==> config.mk <==
export PLATFORM = sky130hd
export DESIGN_NAME = scan_ctrl
export DESIGN_NICKNAME = d
export VERILOG_FILES = /design/src/led_panel_pkg.sv /design/src/scan_ctrl.sv
export VERILOG_INCLUDE_DIRS = /design/src /design/src/src
export SDC_FILE = /design/constraint.sdc
export NUM_CORES = 1
export LEC_CHECK = 0
export ABC_AREA = 1
export BUFFER_PORTS_ARGS = -buffer_cell sky130_fd_sc_hd__buf_2
export CAP_MARGIN = 40
export CORE_AREA = 2 2 39 41
export CTS_CLUSTER_SIZE = 16
export DETAILED_ROUTE_END_ITERATION = 8
export DIE_AREA = 0 0 41 43
export GPL_ROUTABILITY_DRIVEN = 0
export PLACE_DENSITY_LB_ADDON = 0.3
export RECOVER_POWER = 50
export SETUP_SLACK_MARGIN = 0.3
export SLEW_MARGIN = 20
export SYNTH_ARGS = -nofsm -noshare
export SYNTH_HDL_FRONTEND = slang
export SYNTH_SLANG_ARGS = --single-unit
==> constraint.sdc <==
create_clock -name clk -period 1 [get_ports clk]
set_input_delay 0.1 -clock clk [delete_from_list [all_inputs] [get_ports clk]]
set_output_delay 0.1 -clock clk [all_outputs]
set_load 0.005 [all_outputs]
==> src/led_panel_cfg.svh <==
`ifndef LED_PANEL_CFG_SVH
`define LED_PANEL_CFG_SVH

// panel geometry, one half of a 64x64 HUB panel
`define LED_COLS 64
`define LED_ROWS 32

// cycles with the display on after each latch
`define LED_BLANK_CYCLES 3

// colour bits per pixel
`define LED_PIXEL_W 4

// host bus
`define LED_WB_ADR_W 32
`define LED_WB_DAT_W 32

// frame buffer sits in the 64 KiB region 0x0002_xxxx
`define LED_FB_REGION 16'h0002
`define LED_FB_REGION_W 16

`endif

==> src/led_panel_pkg.sv <==
`include "led_panel_cfg.svh"

package led_panel_pkg;

	typedef logic [$clog2(`LED_COLS)-1:0] col_t;
	typedef logic [$clog2(`LED_ROWS)-1:0] row_t;
	typedef logic [`LED_PIXEL_W-1:0] pixel_t;
	typedef logic [$clog2(`LED_ROWS * `LED_COLS):0] pix_addr_t; // {half, row, col}

	typedef logic [`LED_WB_ADR_W-1:0] wb_adr_t;
	typedef logic [`LED_WB_DAT_W-1:0] wb_dat_t;

	// master side of a Wishbone classic cycle
	typedef struct packed {
		logic cyc;
		logic stb;
		logic we;
		wb_adr_t adr;
		wb_dat_t dat;
	} wb_req_t;

	typedef struct packed {
		logic en;
		pix_addr_t addr;
		pixel_t data;
	} pix_wr_t;

	typedef struct packed {
		row_t row;
		col_t col;
	} scan_pos_t;

	typedef struct packed {
		logic col_step;
		logic row_step;
	} scan_step_t;

	typedef struct packed {
		row_t row_addr;
		col_t col_addr;
		logic display_clk;
		logic latch;
		logic oe_n;
		pixel_t rgb_top;
		pixel_t rgb_bot;
	} panel_t;

	typedef enum logic [2:0] {
		FETCH,
		SHIFT_HIGH,
		SHIFT_LOW,
		LATCH_HIGH,
		LATCH_LOW,
		BLANK
	} scan_state_t;

endpackage

==> src/scan_ctrl.sv <==
`timescale 1ns/100ps
`include "led_panel_cfg.svh"

module scan_ctrl (
	input logic clk,
	input logic rst,
	input logic col_last,
	output led_panel_pkg::scan_step_t step,
	output logic rd_en,
	output logic display_clk,
	output logic latch,
	output logic oe_n
);
	import led_panel_pkg::*;

	localparam int DWELL_W = $clog2(`LED_BLANK_CYCLES + 1);
	localparam logic [DWELL_W-1:0] DWELL_LAST = DWELL_W'(`LED_BLANK_CYCLES - 1);

	scan_state_t state;
	scan_state_t state_nxt;
	logic [DWELL_W-1:0] dwell;
	logic dwell_done;

	assign dwell_done = (dwell == DWELL_LAST);

	// counters move on the exit edge of the state
	assign step.col_step = (state == SHIFT_LOW);
	assign step.row_step = (state == LATCH_LOW);

	always_comb begin
		state_nxt = state;
		case (state)
			FETCH: begin
				state_nxt = SHIFT_HIGH;
			end
			SHIFT_HIGH: begin
				state_nxt = SHIFT_LOW;
			end
			SHIFT_LOW: begin
				if (col_last) begin
					state_nxt = LATCH_HIGH; // row fully shifted
				end else begin
					state_nxt = FETCH;
				end
			end
			LATCH_HIGH: begin
				state_nxt = LATCH_LOW;
			end
			LATCH_LOW: begin
				state_nxt = BLANK;
			end
			BLANK: begin
				if (dwell_done) begin
					state_nxt = FETCH;
				end
			end
			default: begin
				state_nxt = FETCH;
			end
		endcase
	end

	always_ff @(posedge clk or posedge rst) begin
		if (rst) begin
			state <= FETCH;
		end else begin
			state <= state_nxt;
		end
	end

	always_ff @(posedge clk or posedge rst) begin
		if (rst) begin
			dwell <= '0;
		end else if (state == BLANK) begin
			if (dwell_done) begin
				dwell <= '0;
			end else begin
				dwell <= dwell + 1'b1;
			end
		end
	end

	// strobes follow the state by one edge, pixel data lands with display_clk
	always_ff @(posedge clk or posedge rst) begin
		if (rst) begin
			rd_en <= 1'b0;
			display_clk <= 1'b0;
			latch <= 1'b0;
			oe_n <= 1'b1; // display off
		end else begin
			rd_en <= (state == FETCH);
			display_clk <= (state == SHIFT_HIGH);
			latch <= (state == LATCH_HIGH);
			oe_n <= (state != BLANK);
		end
	end

endmodule

==> flow_results.xml <==
<?xml version="1.0" encoding="UTF-8"?>
<metrics>
  <group name="critical_path">
    <metric name="ff2ff_path_depth" unit="">6</metric>
    <metric name="critical_path.cell_chain" unit="">inv_2, nand3_2, inv_1, buf_2</metric>
    <metric name="critical_path.slowest_cell" unit="">dfrtp_1</metric>
    <metric name="r2r-end" unit="">dwell[1]$_DFFE_PP0N_</metric>
    <metric name="reg2reg_setup_slack" unit="ns">0</metric>
    <metric name="startpoint_type" unit="">flop</metric>
    <metric name="cp_top_family" unit="">flip-flops</metric>
    <metric name="critical_path.endpoint_type" unit="">output pin</metric>
    <metric name="critical_path.max_fanout" unit="">4</metric>
    <metric name="required" unit="ns">0.90</metric>
    <metric name="critical_path.max_stage_delay" unit="ns">0.43</metric>
    <metric name="crit_buf_inv" unit="">3</metric>
    <metric name="timing.rr.start" unit="">state[1]$_DFFE_PP0P_</metric>
    <metric name="timing.critical_path.arrival" unit="ns">1.01</metric>
    <metric name="crit_type" unit="">reg -&gt; out</metric>
  </group>
  <group name="yosys">
    <metric name="synth.yosys.seq_area_share" unit="%">60.5</metric>
    <metric name="synth_warnings" unit="">0</metric>
    <metric name="post_synth.cell_area_avg" unit="sq um">9.59</metric>
    <metric name="synth.net_count" unit="">42</metric>
    <metric name="synth-seq-cells" unit="">9</metric>
    <metric name="yosysUniqueCellTypes" unit="">14</metric>
    <metric name="yosysTopAreaCellShare" unit="%">53.5</metric>
    <metric name="post_synthesis_cells" unit="">39</metric>
    <metric name="synth_area" unit="sq um">374</metric>
    <metric name="post_synth_main_area_contributors" unit="">dfrtp_1 54%, dfstp_2 7.0%, nand2_1 6.0%</metric>
    <metric name="synth.largest_area_cell" unit="">dfrtp_1</metric>
  </group>
  <group name="final_layout">
    <metric name="final_nets" unit="">65</metric>
    <metric name="post_layout_nonfiller_instances" unit="">77</metric>
    <metric name="drive_gt1_share" unit="%">67.2</metric>
    <metric name="layout.core_utilization" unit="%">45.0</metric>
    <metric name="area_growth_syn_to_layout" unit="%">66.6</metric>
    <metric name="count_of_antenna_diodes_in_the_layout" unit="">0</metric>
  </group>
  <group name="pwr">
    <metric name="power-per-cell-area" unit="nW/um^2">3190</metric>
    <metric name="p_total" unit="mW">1.99</metric>
    <metric name="total_leakage_power" unit="nW">0.319</metric>
    <metric name="vdd.ir_drop.worst" unit="uV">742</metric>
  </group>
  <group name="timing">
    <metric name="maxClockFrequency" unit="MHz">905</metric>
    <metric name="rsz0062_at_grt" unit="">yes</metric>
    <metric name="timing.slew.headroom" unit="%">72.8</metric>
    <metric name="final_critical_path_setup_slack" unit="ns">-0.105</metric>
    <metric name="worst_pin_slew" unit="ns">0.405</metric>
    <metric name="final_hold_violations" unit="">0</metric>
    <metric name="timing.clock.skew" unit="ns">0.00340</metric>
    <metric name="layout_min_cycle_time" unit="ns">1.11</metric>
    <metric name="finalMaxSlewViolations" unit="">0</metric>
    <metric name="fin_crit_sh" unit="%">111</metric>
    <metric name="final-setup-viol-count" unit="">2</metric>
  </group>
  <group name="placed_design">
    <metric name="count_of_buffers_from_port_buffering" unit="">8</metric>
    <metric name="detailedPlace.worstSlack" unit="ns">0.0396</metric>
    <metric name="placedCellCount" unit="">62</metric>
    <metric name="dp_hpwl" unit="um">525</metric>
  </group>
  <group name="detailed_routing">
    <metric name="route.final.wire_length" unit="um">935</metric>
    <metric name="count_of_tritonroute_iterations_in_the_first_routing_pass" unit="">4</metric>
    <metric name="final_routed_drc_violation_total" unit="">0</metric>
    <metric name="drt_iter0_markers" unit="">4</metric>
    <metric name="viasPerCell" unit="">4.42</metric>
    <metric name="routedWlPerCell" unit="um">12.1</metric>
    <metric name="drtAntennaViolNets" unit="">0</metric>
    <metric name="num_vias" unit="">340</metric>
  </group>
  <group name="global_routing">
    <metric name="grt_antenna_before_repair" unit="">0</metric>
    <metric name="globalRouteTotalUtil" unit="%">11.9</metric>
    <metric name="pin_count_of_the_biggest_net_entering_global_routing" unit="">10</metric>
    <metric name="grt_pass1_vias" unit="">327</metric>
    <metric name="grt.overflow.total" unit="">0</metric>
    <metric name="first_pass_grt_wire_length" unit="mm">1.28</metric>
  </group>
  <group name="clock_network">
    <metric name="cts.sinks" unit="">9</metric>
    <metric name="clock_tree_from_tritoncts" unit="">built</metric>
    <metric name="clk_pin_slew" unit="ns">0.06</metric>
    <metric name="cts.htree.levels" unit="">1</metric>
    <metric name="ctsLongestPathBuffers" unit="">2</metric>
    <metric name="cts-root-buf" unit="">clkbuf_4</metric>
    <metric name="clock_latency_on_the_worst_skew_pair" unit="ns">0.26</metric>
    <metric name="numCtsBuffers" unit="">3</metric>
  </group>
  <group name="floorplan">
    <metric name="floorplan.die.height" unit="um">43</metric>
    <metric name="io-pin-count" unit="">9</metric>
    <metric name="fp.dieArea" unit="sq um">1760</metric>
    <metric name="placeableCoreArea" unit="sq um">1380</metric>
    <metric name="rows" unit="">14</metric>
    <metric name="die_w" unit="um">41</metric>
    <metric name="effective_utilization_at_floorplan" unit="%">27.0</metric>
  </group>
  <group name="flow_run">
    <metric name="drv.max_cap_violation_count" unit="">0</metric>
  </group>
  <group name="run_status">
    <metric name="status" unit="">finished, violations left</metric>
    <metric name="failed_checks" unit="">setup timing</metric>
  </group>
  <group name="hold_path">
    <metric name="worst_hold_path_cells" unit="">3</metric>
    <metric name="hold_end" unit="">state[1]$_DFFE_PP0P_</metric>
    <metric name="hold_path.startpoint" unit="">col_last</metric>
    <metric name="worst_hold_path_type" unit="">in -&gt; reg</metric>
  </group>
</metrics>
==> cells in the final DEF, fill, tap and decap left out <==
cell	n
nand3_4	2
clkbuf_4	3
clkbuf_1	1
dfrtp_2	1
nand2_2	1
nor2_4	2
nand3_2	4
dfstp_2	1
dfrtp_1	7
inv_4	1
nand4_1	1
o21ai_1	2
nand2_4	1
clkinvlp_2	1
buf_2	7
clkbuf_2	1
buf_6	4
nand2_1	4
buf_4	6
dlygate4sd3_1	1
inv_1	4
o21ai_2	1
nor3_2	1
inv_2	3
nor2_2	1
==> worst max path at each step <==
stage,start,cells past startpoint,to
final,state[0]$_DFFE_PP0P_,4,step[0]
after global routing,state[0]$_DFFE_PP0P_,4,step[0]
after CTS,state[0]$_DFFE_PP0P_,2,step[1]
after detailed placement,state[2]$_DFFE_PP0P_,3,dwell[1]$_DFFE_PP0N_
after global placement,state[2]$_DFFE_PP0P_,3,dwell[1]$_DFFE_PP0N_
after floorplan,state[1]$_DFFE_PP0P_,4,dwell[0]$_DFFE_PP0N_
==> worst min-delay path: stages <==
cell	delay [ns]
buf_2	0.10
nand4_1	0.12
o21ai_2	0.06
==> repair_timing <==
action                     in CTS  in global routing
pin swaps                       3                  4
buffers inserted                7                  3
cloned                          0                  0
hold endpoints to repair        8                  0
gates resized for setup        10                 10
setup endpoints to repair      15                 17
hold buffers                    1                  0
==> kinds of logic (layout without fill, tap and decap cells) <==
kind of cell / Yosys count / in the layout / synth area share, %
and+or+nand+nor: 17 / 17 / 23.4
AOI/OAI and AO/OA: 3 / 3 / 5.02
buffers and inverters: 10 / 32 / 11.0
DFF: 9 / 9 / 60.5
==> sequential cells by signal, summed over array words and instances (netlist names) <==
name / count
dwell: 2
oe_n: 1
display_clk: 1
state: 3
latch: 1
rd_en: 1
==> area by class of cell <==
type,instances,area (sq um)
inverter,9,37.5
fill,133,761
sequential,9,228
timing repair buffer,19,140
multi-input combinational,20,171
clock buffer,4,26.3
tap,16,20.0
==> layer usage <==
layer	routed length, um	track usage (%)
met1	324	11.1
met2	519	18.8
met3	45	4.71
met4	46	10.0
met5	0	0
==> cells in the mapped netlist (all sizes together) <==
cell	n
nand3	6
nand2	6
inv	9
o21ai	3
nand4	1
dfrtp	8
dfstp	1
buf	1
nor2	3
nor3	1
==> stage by stage <==
step	hold slack (ns)	cell area (sq um)	TNS, ns
after floorplan	-0.0728	383	0
final	0.154	623	-0.207
after global placement	0.0763	432	0
after detailed placement	0.0810	432	0
after CTS	0.162	563	-0.189
after global routing	0.157	623	-0.435
==> report_power, final <==
group	switching, mW	leakage, nW	internal, mW
Combinational	0.546	0.193	0.522
Clock	0.129	0.0150	0.154
Sequential	0.109	0.111	0.526
Note: power is estimated with default switching activity, not from simulation.
