File: config.mk
export PLATFORM = sky130hd
export DESIGN_NAME = scan_counter
export DESIGN_NICKNAME = d
export VERILOG_FILES = /design/src/led_panel_pkg.sv /design/src/scan_counter.sv
export VERILOG_INCLUDE_DIRS = /design/src /design/src/src
export SDC_FILE = /design/constraint.sdc
export NUM_CORES = 1
export LEC_CHECK = 0
export ABC_AREA = 0
export BUFFER_PORTS_ARGS = -buffer_cell sky130_fd_sc_hd__buf_2
export CAP_MARGIN = 25
export CELL_PAD_IN_SITES_DETAIL_PLACEMENT = 1
export CELL_PAD_IN_SITES_GLOBAL_PLACEMENT = 2
export CORE_MARGIN = 1.5
export CORE_UTILIZATION = 25
export DETAILED_ROUTE_END_ITERATION = 10
export PLACE_DENSITY_LB_ADDON = 0.1
export SETUP_SLACK_MARGIN = 0.2
export SYNTH_ARGS = -nofsm -noshare
export SYNTH_HDL_FRONTEND = slang
export SYNTH_SLANG_ARGS = --single-unit
File: constraint.sdc
create_clock -name clk -period 1.93 [get_ports clk]
set_input_delay 0 -clock clk [delete_from_list [all_inputs] [get_ports clk]]
set_output_delay 0 -clock clk [all_outputs]
set_load 0.05 [all_outputs]
File: src/led_panel_cfg.svh
`ifndef LED_PANEL_CFG_SVH
`define LED_PANEL_CFG_SVH

// panel geometry, one half of a 64x64 HUB panel
`define LED_COLS 64
`define LED_ROWS 32

// cycles with the display on after each latch
`define LED_BLANK_CYCLES 3

// colour bits per pixel
`define LED_PIXEL_W 4

// host bus
`define LED_WB_ADR_W 32
`define LED_WB_DAT_W 32

// frame buffer sits in the 64 KiB region 0x0002_xxxx
`define LED_FB_REGION 16'h0002
`define LED_FB_REGION_W 16

`endif

File: src/led_panel_pkg.sv
`include "led_panel_cfg.svh"

package led_panel_pkg;

	typedef logic [$clog2(`LED_COLS)-1:0] col_t;
	typedef logic [$clog2(`LED_ROWS)-1:0] row_t;
	typedef logic [`LED_PIXEL_W-1:0] pixel_t;
	typedef logic [$clog2(`LED_ROWS * `LED_COLS):0] pix_addr_t; // {half, row, col}

	typedef logic [`LED_WB_ADR_W-1:0] wb_adr_t;
	typedef logic [`LED_WB_DAT_W-1:0] wb_dat_t;

	// master side of a Wishbone classic cycle
	typedef struct packed {
		logic cyc;
		logic stb;
		logic we;
		wb_adr_t adr;
		wb_dat_t dat;
	} wb_req_t;

	typedef struct packed {
		logic en;
		pix_addr_t addr;
		pixel_t data;
	} pix_wr_t;

	typedef struct packed {
		row_t row;
		col_t col;
	} scan_pos_t;

	typedef struct packed {
		logic col_step;
		logic row_step;
	} scan_step_t;

	typedef struct packed {
		row_t row_addr;
		col_t col_addr;
		logic display_clk;
		logic latch;
		logic oe_n;
		pixel_t rgb_top;
		pixel_t rgb_bot;
	} panel_t;

	typedef enum logic [2:0] {
		FETCH,
		SHIFT_HIGH,
		SHIFT_LOW,
		LATCH_HIGH,
		LATCH_LOW,
		BLANK
	} scan_state_t;

endpackage

File: src/scan_counter.sv
`timescale 1ns/100ps
`include "led_panel_cfg.svh"

module scan_counter (
	input logic clk,
	input logic rst,
	input led_panel_pkg::scan_step_t step,
	output led_panel_pkg::scan_pos_t pos,
	output logic col_last
);
	import led_panel_pkg::*;

	localparam col_t COL_MAX = col_t'(`LED_COLS - 1);
	localparam row_t ROW_MAX = row_t'(`LED_ROWS - 1);

	assign col_last = (pos.col == COL_MAX);

	always_ff @(posedge clk or posedge rst) begin
		if (rst) begin
			pos.col <= '0;
		end else if (step.col_step) begin
			if (col_last) begin
				pos.col <= '0;
			end else begin
				pos.col <= pos.col + 1'b1;
			end
		end
	end

	always_ff @(posedge clk or posedge rst) begin
		if (rst) begin
			pos.row <= '0;
		end else if (step.row_step) begin
			if (pos.row == ROW_MAX) begin
				pos.row <= '0; // next frame
			end else begin
				pos.row <= pos.row + 1'b1;
			end
		end
	end

endmodule

==> results of run 1 <==
[area by class of cell]
type                       count  area (µm²)
sequential                    11         275
clock buffer                   4        26.3
inverter                       2        7.51
fill                         248        1290
tap                           27        33.8
timing repair buffer          16        85.1
multi-input combinational     33         240
[cell families after synthesis]
| group | synth area share, % |
|---|---|
| AO/OA/AOI/OAI | 6.46 |
| XOR/XNOR | 6.70 |
| adder cells (fa/ha/maj) | 7.18 |
| buffers and inverters | 1.44 |
| flip-flops | 52.6 |
| multiplexers | 8.61 |
| AND/OR/NAND/NOR | 17.0 |
[through the flow]
stage                     hold slack (ps)  cell area, µm²  setup WS [ps]
after floorplan                      -148             523            255
after global placement               24.0             632            471
after detailed placement             14.0             632            482
after CTS                            57.4             668            457
after global routing                 63.8             668            369
final                                64.9             668            466
[synthesized netlist by cell type]
library cell                n
sky130_fd_sc_hd__a21oi_1    1
sky130_fd_sc_hd__a22o_1     1
sky130_fd_sc_hd__and3_1     2
sky130_fd_sc_hd__dfrtp_1   11
sky130_fd_sc_hd__ha_1       3
sky130_fd_sc_hd__inv_1      2
sky130_fd_sc_hd__mux2_2     4
sky130_fd_sc_hd__nand2_1    3
sky130_fd_sc_hd__nand3b_1   1
sky130_fd_sc_hd__nand4_1    2
sky130_fd_sc_hd__nand4_2    1
sky130_fd_sc_hd__nor2_1     5
sky130_fd_sc_hd__nor3b_1    1
sky130_fd_sc_hd__o21ai_0    4
sky130_fd_sc_hd__or3_1      1
sky130_fd_sc_hd__xnor2_1    3
sky130_fd_sc_hd__xor2_1     1
[layer usage]
metal  up-vias  share of wire, %  track usage, %  wire length (µm)
met1       198                50            12.9               510
met5         -                 0               0                 0
met3         2               5.5            5.56                56
met2         7                44            13.9               446
li1        204                 -               -                 -
met4         0              0.39            2.86                 4
[worst paths after layout]
check | slack [ps] | end | from | cells after the start
max | 470 | pos[10]$_DFFE_PP0P_ | pos[6]$_DFFE_PP0P_ | 4
min | 60 | pos[4]$_DFFE_PP0P_ | step[1] | 3
max reg2reg | 470 | pos[10]$_DFFE_PP0P_ | pos[6]$_DFFE_PP0P_ | 4
min reg2reg | 530 | pos[4]$_DFFE_PP0P_ | pos[4]$_DFFE_PP0P_ | 1
max in group asynchronous | 1370 | pos[1]$_DFFE_PP0P_ | rst | 3
min in group asynchronous | 270 | pos[9]$_DFFE_PP0P_ | rst | 3
[what timing repair did]
action / in CTS / in global routing
resized for setup: 0 / 0
endpoints found under the setup margin: 0 / 0
hold buffers: 1 / 0
endpoints found under the hold margin: 11 / 0
[tightest hold or removal path: cells and delay by family]
| kind | cells | cell delay (ps) |
|---|---|---|
| simple gates | 1 | 90 |
| xor+xnor | 1 | 60 |
| buf+inv | 1 | 140 |
==> key figures, run 1 <==
Layout
  • Most common library cell in the layout ignoring fill and taps: sky130_fd_sc_hd__buf_2
  • Largest Register: pos
  • Non-Filler Instances: 93
  • Ratio of cells with drive above 1 in the final layout: 34.8%
  • Final cell utilization of the core: 34.1%
  • Post-synthesis to final-layout area growth: 27.8%
  • Flip-flop count of the largest register after layout: 11
  • Largest registers: pos (11)
  • Final-stage net count: 74
  • Commonest cells after routing, fill and taps aside: sky130_fd_sc_hd__buf_2 (15), sky130_fd_sc_hd__dfrtp_1 (11), sky130_fd_sc_hd__nor2_1 (5), sky130_fd_sc_hd__o21ai_0 (4), sky130_fd_sc_hd__mux2_2 (4)
  • Number of diodes added for antenna fixing: 0

Timing
  • Setup repair after global routing missed its margin: false
  • Min cycle time layout: 1460 ps
  • Post-route clock period utilization: 75.8%
  • Maximum clock frequency: 683 MHz
  • Number of slew-limit violations in the final report: 0
  • Post-Route Setup TNS: 0 ps
  • Slew @ Worst Pin: 409 ps
  • Largest clock skew in the final design: 2.22 ps
  • Slew headroom: 72.7%
  • Final count of negative-setup-slack endpoints: 0
  • Final hold violations: 0

Critical path
  • Crit path DAT: 1610 ps
  • Kind of start point of the critical path: register
  • Buf+Inv Stages, Crit Path: 0
  • Critical path data required time: 2080 ps
  • Worst Path Max Fanout: 5
  • CP most frequent cell: sky130_fd_sc_hd__ha_1
  • Top cell family by delay on the critical path: adder cells
  • Classification of the worst setup path: reg -> reg
  • List of cells traversed by the critical path: ha_1, and3_1, ha_1, mux2_2
  • Maximum single-stage delay on the critical path: 410 ps
  • Worst-path cell with the longest stage delay: sky130_fd_sc_hd__dfrtp_1
  • Capturing element type of the critical path: register

CTS
  • Clock sink total: 11
  • Number of buffers inserted by post-CTS setup repair: 0
  • Maximum level of the CTS H-tree: 1
  • Clock Pin Slew Worst Setup and Hold Paths: 70 ps
  • Clk buf depth: 2
  • Worst-Skew Late Latency: 260 ps
  • Num CTS Buffers: 3
  • CTS tree: done
  • Root Buffer: sky130_fd_sc_hd__clkbuf_4

GRT
  • Vias in the first global route: 384
  • Pin count of the biggest net entering global routing: 12
  • Antenna violations before repair: 0
  • Total global-route track usage: 9.89%
  • Grt ovf: 0
  • Global-route wire length before repair: 1750 µm

Detailed routing
  • First-pass iteration count of the detailed router: 1
  • Average vias per placed instance: 4.42
  • Detailed-route DRC error count: 0
  • Iteration-0 DRC count of the detailed router: 0
  • Number of nets with antenna violations after detailed routing: 0
  • Detailed Route WL: 1020 µm
  • Wirelength per Cell: 10.9 µm
  • Routed via count: 411

Yosys
  • Post-synthesis instance area: 523 µm²
  • Number of cells produced by synthesis: 46
  • Number of nets in the synthesized netlist: 53
  • Number of distinct library cells after synthesis: 17
  • Sequential-to-total area share from yosys stat: 52.6%
  • Average cell area after synthesis: 11.4 µm²
  • Yosys warns: 0
  • Cell type with the largest total area after synthesis: sky130_fd_sc_hd__dfrtp_1
  • Area share of the largest cell type after synthesis: 52.6%
  • Top area cells in the synthesized netlist: sky130_fd_sc_hd__dfrtp_1 (53%), sky130_fd_sc_hd__mux2_2 (8.6%), sky130_fd_sc_hd__ha_1 (7.2%), sky130_fd_sc_hd__xnor2_1 (5.0%), sky130_fd_sc_hd__o21ai_0 (3.8%)
  • Number of flip-flops and latches in the synthesized netlist: 11

Die
  • Height of the die: 48.7 µm
  • Placeable core area: 0.00196 mm²
  • DIE AREA: 0.00238 mm²
  • Rows: 16
  • Initial Util: 26.7%
  • Die boundary width: 48.7 µm
  • I/O pin cnt: 16

Worst hold path
  • Path category of the worst min-delay check: in -> reg

Place
  • Routability congestion estimate from global placement: 0.665
  • Cell count after placement: 88
  • Number of buffers added on ports: 15

Job
  • Max-Cap Viols: 0

Run status
  • Status: finished, final reports clean
Power of run 1 is left out: the tool's default activity adds up to more than one toggle a clock period on the data nets, which glitch-free logic cannot reach.
==> run 2: changes to the inputs <==
Clock period 1.93 ns to 1.4 ns, I/O delays scaled along.
==> run 2 against run 1 <==
  * Worst setup slack got worse by 400 ps
  * Global-route usage is 1.6 points higher
  * First-iteration DRC count unchanged
  * Die area stayed put
  * Final area grew 18%
  * Clock skew decreased by 1.1 ps
  * Sequential share of layout area shrank 4.6 points
  * Routed wire length is 17% higher
  * Flip-flop and latch count is the same
  * Register-to-register slack got worse by 400 ps
  * Highest routed layer unchanged
==> key figures, run 2 (same netlist as run 1, synthesis figures left out) <==
Run status
  • Status: finished, final reports clean (unchanged)

Layout
  • Largest Register: pos (unchanged)
  • Final-stage net count: 79 (was 74)
  • Post-synthesis to final-layout area growth: 50.2% (was 27.8%)
  • Non-Filler Instances: 98 (was 93)
  • Ratio of cells with drive above 1 in the final layout: 63.4% (was 34.8%)
  • Most common library cell in the layout ignoring fill and taps: sky130_fd_sc_hd__buf_2 (unchanged)
  • Number of diodes added for antenna fixing: 0 (unchanged)
  • Largest registers: pos (11) (unchanged)
  • Flip-flop count of the largest register after layout: 11 (unchanged)
  • Commonest cells after routing, fill and taps aside: sky130_fd_sc_hd__buf_2 (14), sky130_fd_sc_hd__dfrtp_2 (10), sky130_fd_sc_hd__buf_4 (5) (was sky130_fd_sc_hd__buf_2 (15), sky130_fd_sc_hd__dfrtp_1 (11), sky130_fd_sc_hd__nor2_1 (5), sky130_fd_sc_hd__o21ai_0 (4), sky130_fd_sc_hd__mux2_2 (4))
  • Fillers: 236 (was 248)

Place
  • Number of buffers added on ports: 15 (unchanged)
  • Setup WS pre-CTS: 53.0 ps (was 482 ps)
  • Cell count after placement: 88 (unchanged)
  • Routability congestion estimate from global placement: 0.689 (was 0.665)

CTS
  • CTS tree: done (unchanged)
  • Maximum level of the CTS H-tree: 1 (unchanged)
  • Clock Pin Slew Worst Setup and Hold Paths: 70 ps (about the same)
  • Worst-Skew Late Latency: 270 ps (was 260 ps)
  • Clock sink total: 11 (unchanged)
  • Num CTS Buffers: 3 (unchanged)
  • Root Buffer: sky130_fd_sc_hd__clkbuf_4 (unchanged)
  • Clk buf depth: 2 (unchanged)

Timing
  • Maximum clock frequency: 753 MHz (was 683 MHz)
  • Slew headroom: 70.6% (was 72.7%)
  • Min cycle time layout: 1330 ps (was 1460 ps)
  • Post-route clock period utilization: 94.9% (was 75.8%)
  • Slew @ Worst Pin: 440 ps (was 409 ps)
  • Worst path setup slack after routing: 71.3 ps (was 466 ps)
  • Final hold violations: 0 (unchanged)
  • Final count of negative-setup-slack endpoints: 0 (unchanged)
  • Post-Route Setup TNS: 0 ps (unchanged)
  • Worst Hold Margin: 64.7 ps (was 64.9 ps)
  • Largest clock skew in the final design: 1.09 ps (was 2.22 ps)
  • Number of slew-limit violations in the final report: 0 (unchanged)
  • Setup repair after global routing missed its margin: true (was false)

Detailed routing
  • Number of nets with antenna violations after detailed routing: 0 (unchanged)
  • Average vias per placed instance: 4.54 (was 4.42)
  • Iteration-0 DRC count of the detailed router: 0 (unchanged)
  • Wirelength per Cell: 12.1 µm (was 10.9 µm)
  • Routed via count: 445 (was 411)
  • First-pass iteration count of the detailed router: 1 (unchanged)
  • Detailed-route DRC error count: 0 (unchanged)
  • Detailed Route WL: 1190 µm (was 1020 µm)

Critical path
  • Worst Path Max Fanout: 2 (was 5)
  • Kind of start point of the critical path: register (unchanged)
  • Crit path DAT: 1480 ps (was 1610 ps)
  • Logic depth of the worst register-to-register path: 4 (unchanged)
  • Critical path data required time: 1560 ps (was 2080 ps)
  • Capturing element type of the critical path: register (unchanged)
  • Classification of the worst setup path: reg -> reg (unchanged)

Die
  • Placeable core area: 0.00196 mm² (unchanged)
  • Rows: 16 (unchanged)
  • Height of the die: 48.7 µm (unchanged)
  • DIE AREA: 0.00238 mm² (unchanged)
  • I/O pin cnt: 16 (unchanged)
  • Die boundary width: 48.7 µm (unchanged)
  • Initial Util: 26.7% (unchanged)

GRT
  • Grt ovf: 0 (unchanged)
  • Antenna violations before repair: 0 (unchanged)
  • Pin count of the biggest net entering global routing: 12 (unchanged)
  • Vias in the first global route: 439 (was 384)
  • Total global-route track usage: 11.5% (was 9.89%)
  • Global-route wire length before repair: 2070 µm (was 1750 µm)

Job
  • Max-Cap Viols: 0 (unchanged)

Worst hold path
  • Path category of the worst min-delay check: in -> reg (unchanged)
  • Cell count of the worst hold path: 3 (unchanged)
run 2: what timing repair did:
action	CTS	global route
endpoints found under the hold margin	11	0
pin swaps	0	2
resized for setup	3	4
setup buffers	4	1
hold buffers	1	0
setup endpoints to repair	5	6
run 2: cell type report:
class / instances / area [µm²] / area share (%)
Multi-Input combinational cell: 33 / 302 / 38.4
Timing Repair Buffer: 21 / 129 / 16.4
Clock buffer: 4 / 26.3 / 3.34
Tap cell: 27 / 33.8 / 4.30
Inverter: 2 / 7.51 / 0.955
Sequential cell: 11 / 288 / 36.6
run 2: final timing paths:
kind	from	slack, ps	endpoint
setup / recovery	pos[6]$_DFFE_PP0P_	70	pos[10]$_DFFE_PP0P_
hold / removal	step[1]	60	pos[4]$_DFFE_PP0P_
setup reg to reg	pos[6]$_DFFE_PP0P_	70	pos[10]$_DFFE_PP0P_
hold reg to reg	pos[4]$_DFFE_PP0P_	500	pos[4]$_DFFE_PP0P_
max in group asynchronous	rst	800	pos[0]$_DFFE_PP0P_
min in group asynchronous	rst	270	pos[10]$_DFFE_PP0P_
run 2: through the flow:
step / cell area, µm² / utilization (%)
after global routing: 786 / 40.1
after floorplan: 582 / -
final: 786 / 40.1
after CTS: 767 / 39.1
after global placement: 691 / 35.2
after detailed placement: 691 / 35.2
run 2: per-layer routing:
metal	up-vias	track usage, %	share of wire (%)
met2	7	17.1	48
li1	213	-	-
met5	-	0	0
met4	0	2.86	0.50
met3	2	5.56	5.0
met1	223	15.0	46
run 2: critical path, stage by stage (launching register included):
cell and delay [ps]:
sky130_fd_sc_hd__dfrtp_2 430, sky130_fd_sc_hd__ha_4 170, sky130_fd_sc_hd__and3_4 180, sky130_fd_sc_hd__ha_4 200, sky130_fd_sc_hd__mux2_4 250
Power of run 2 is left out for the same reason.
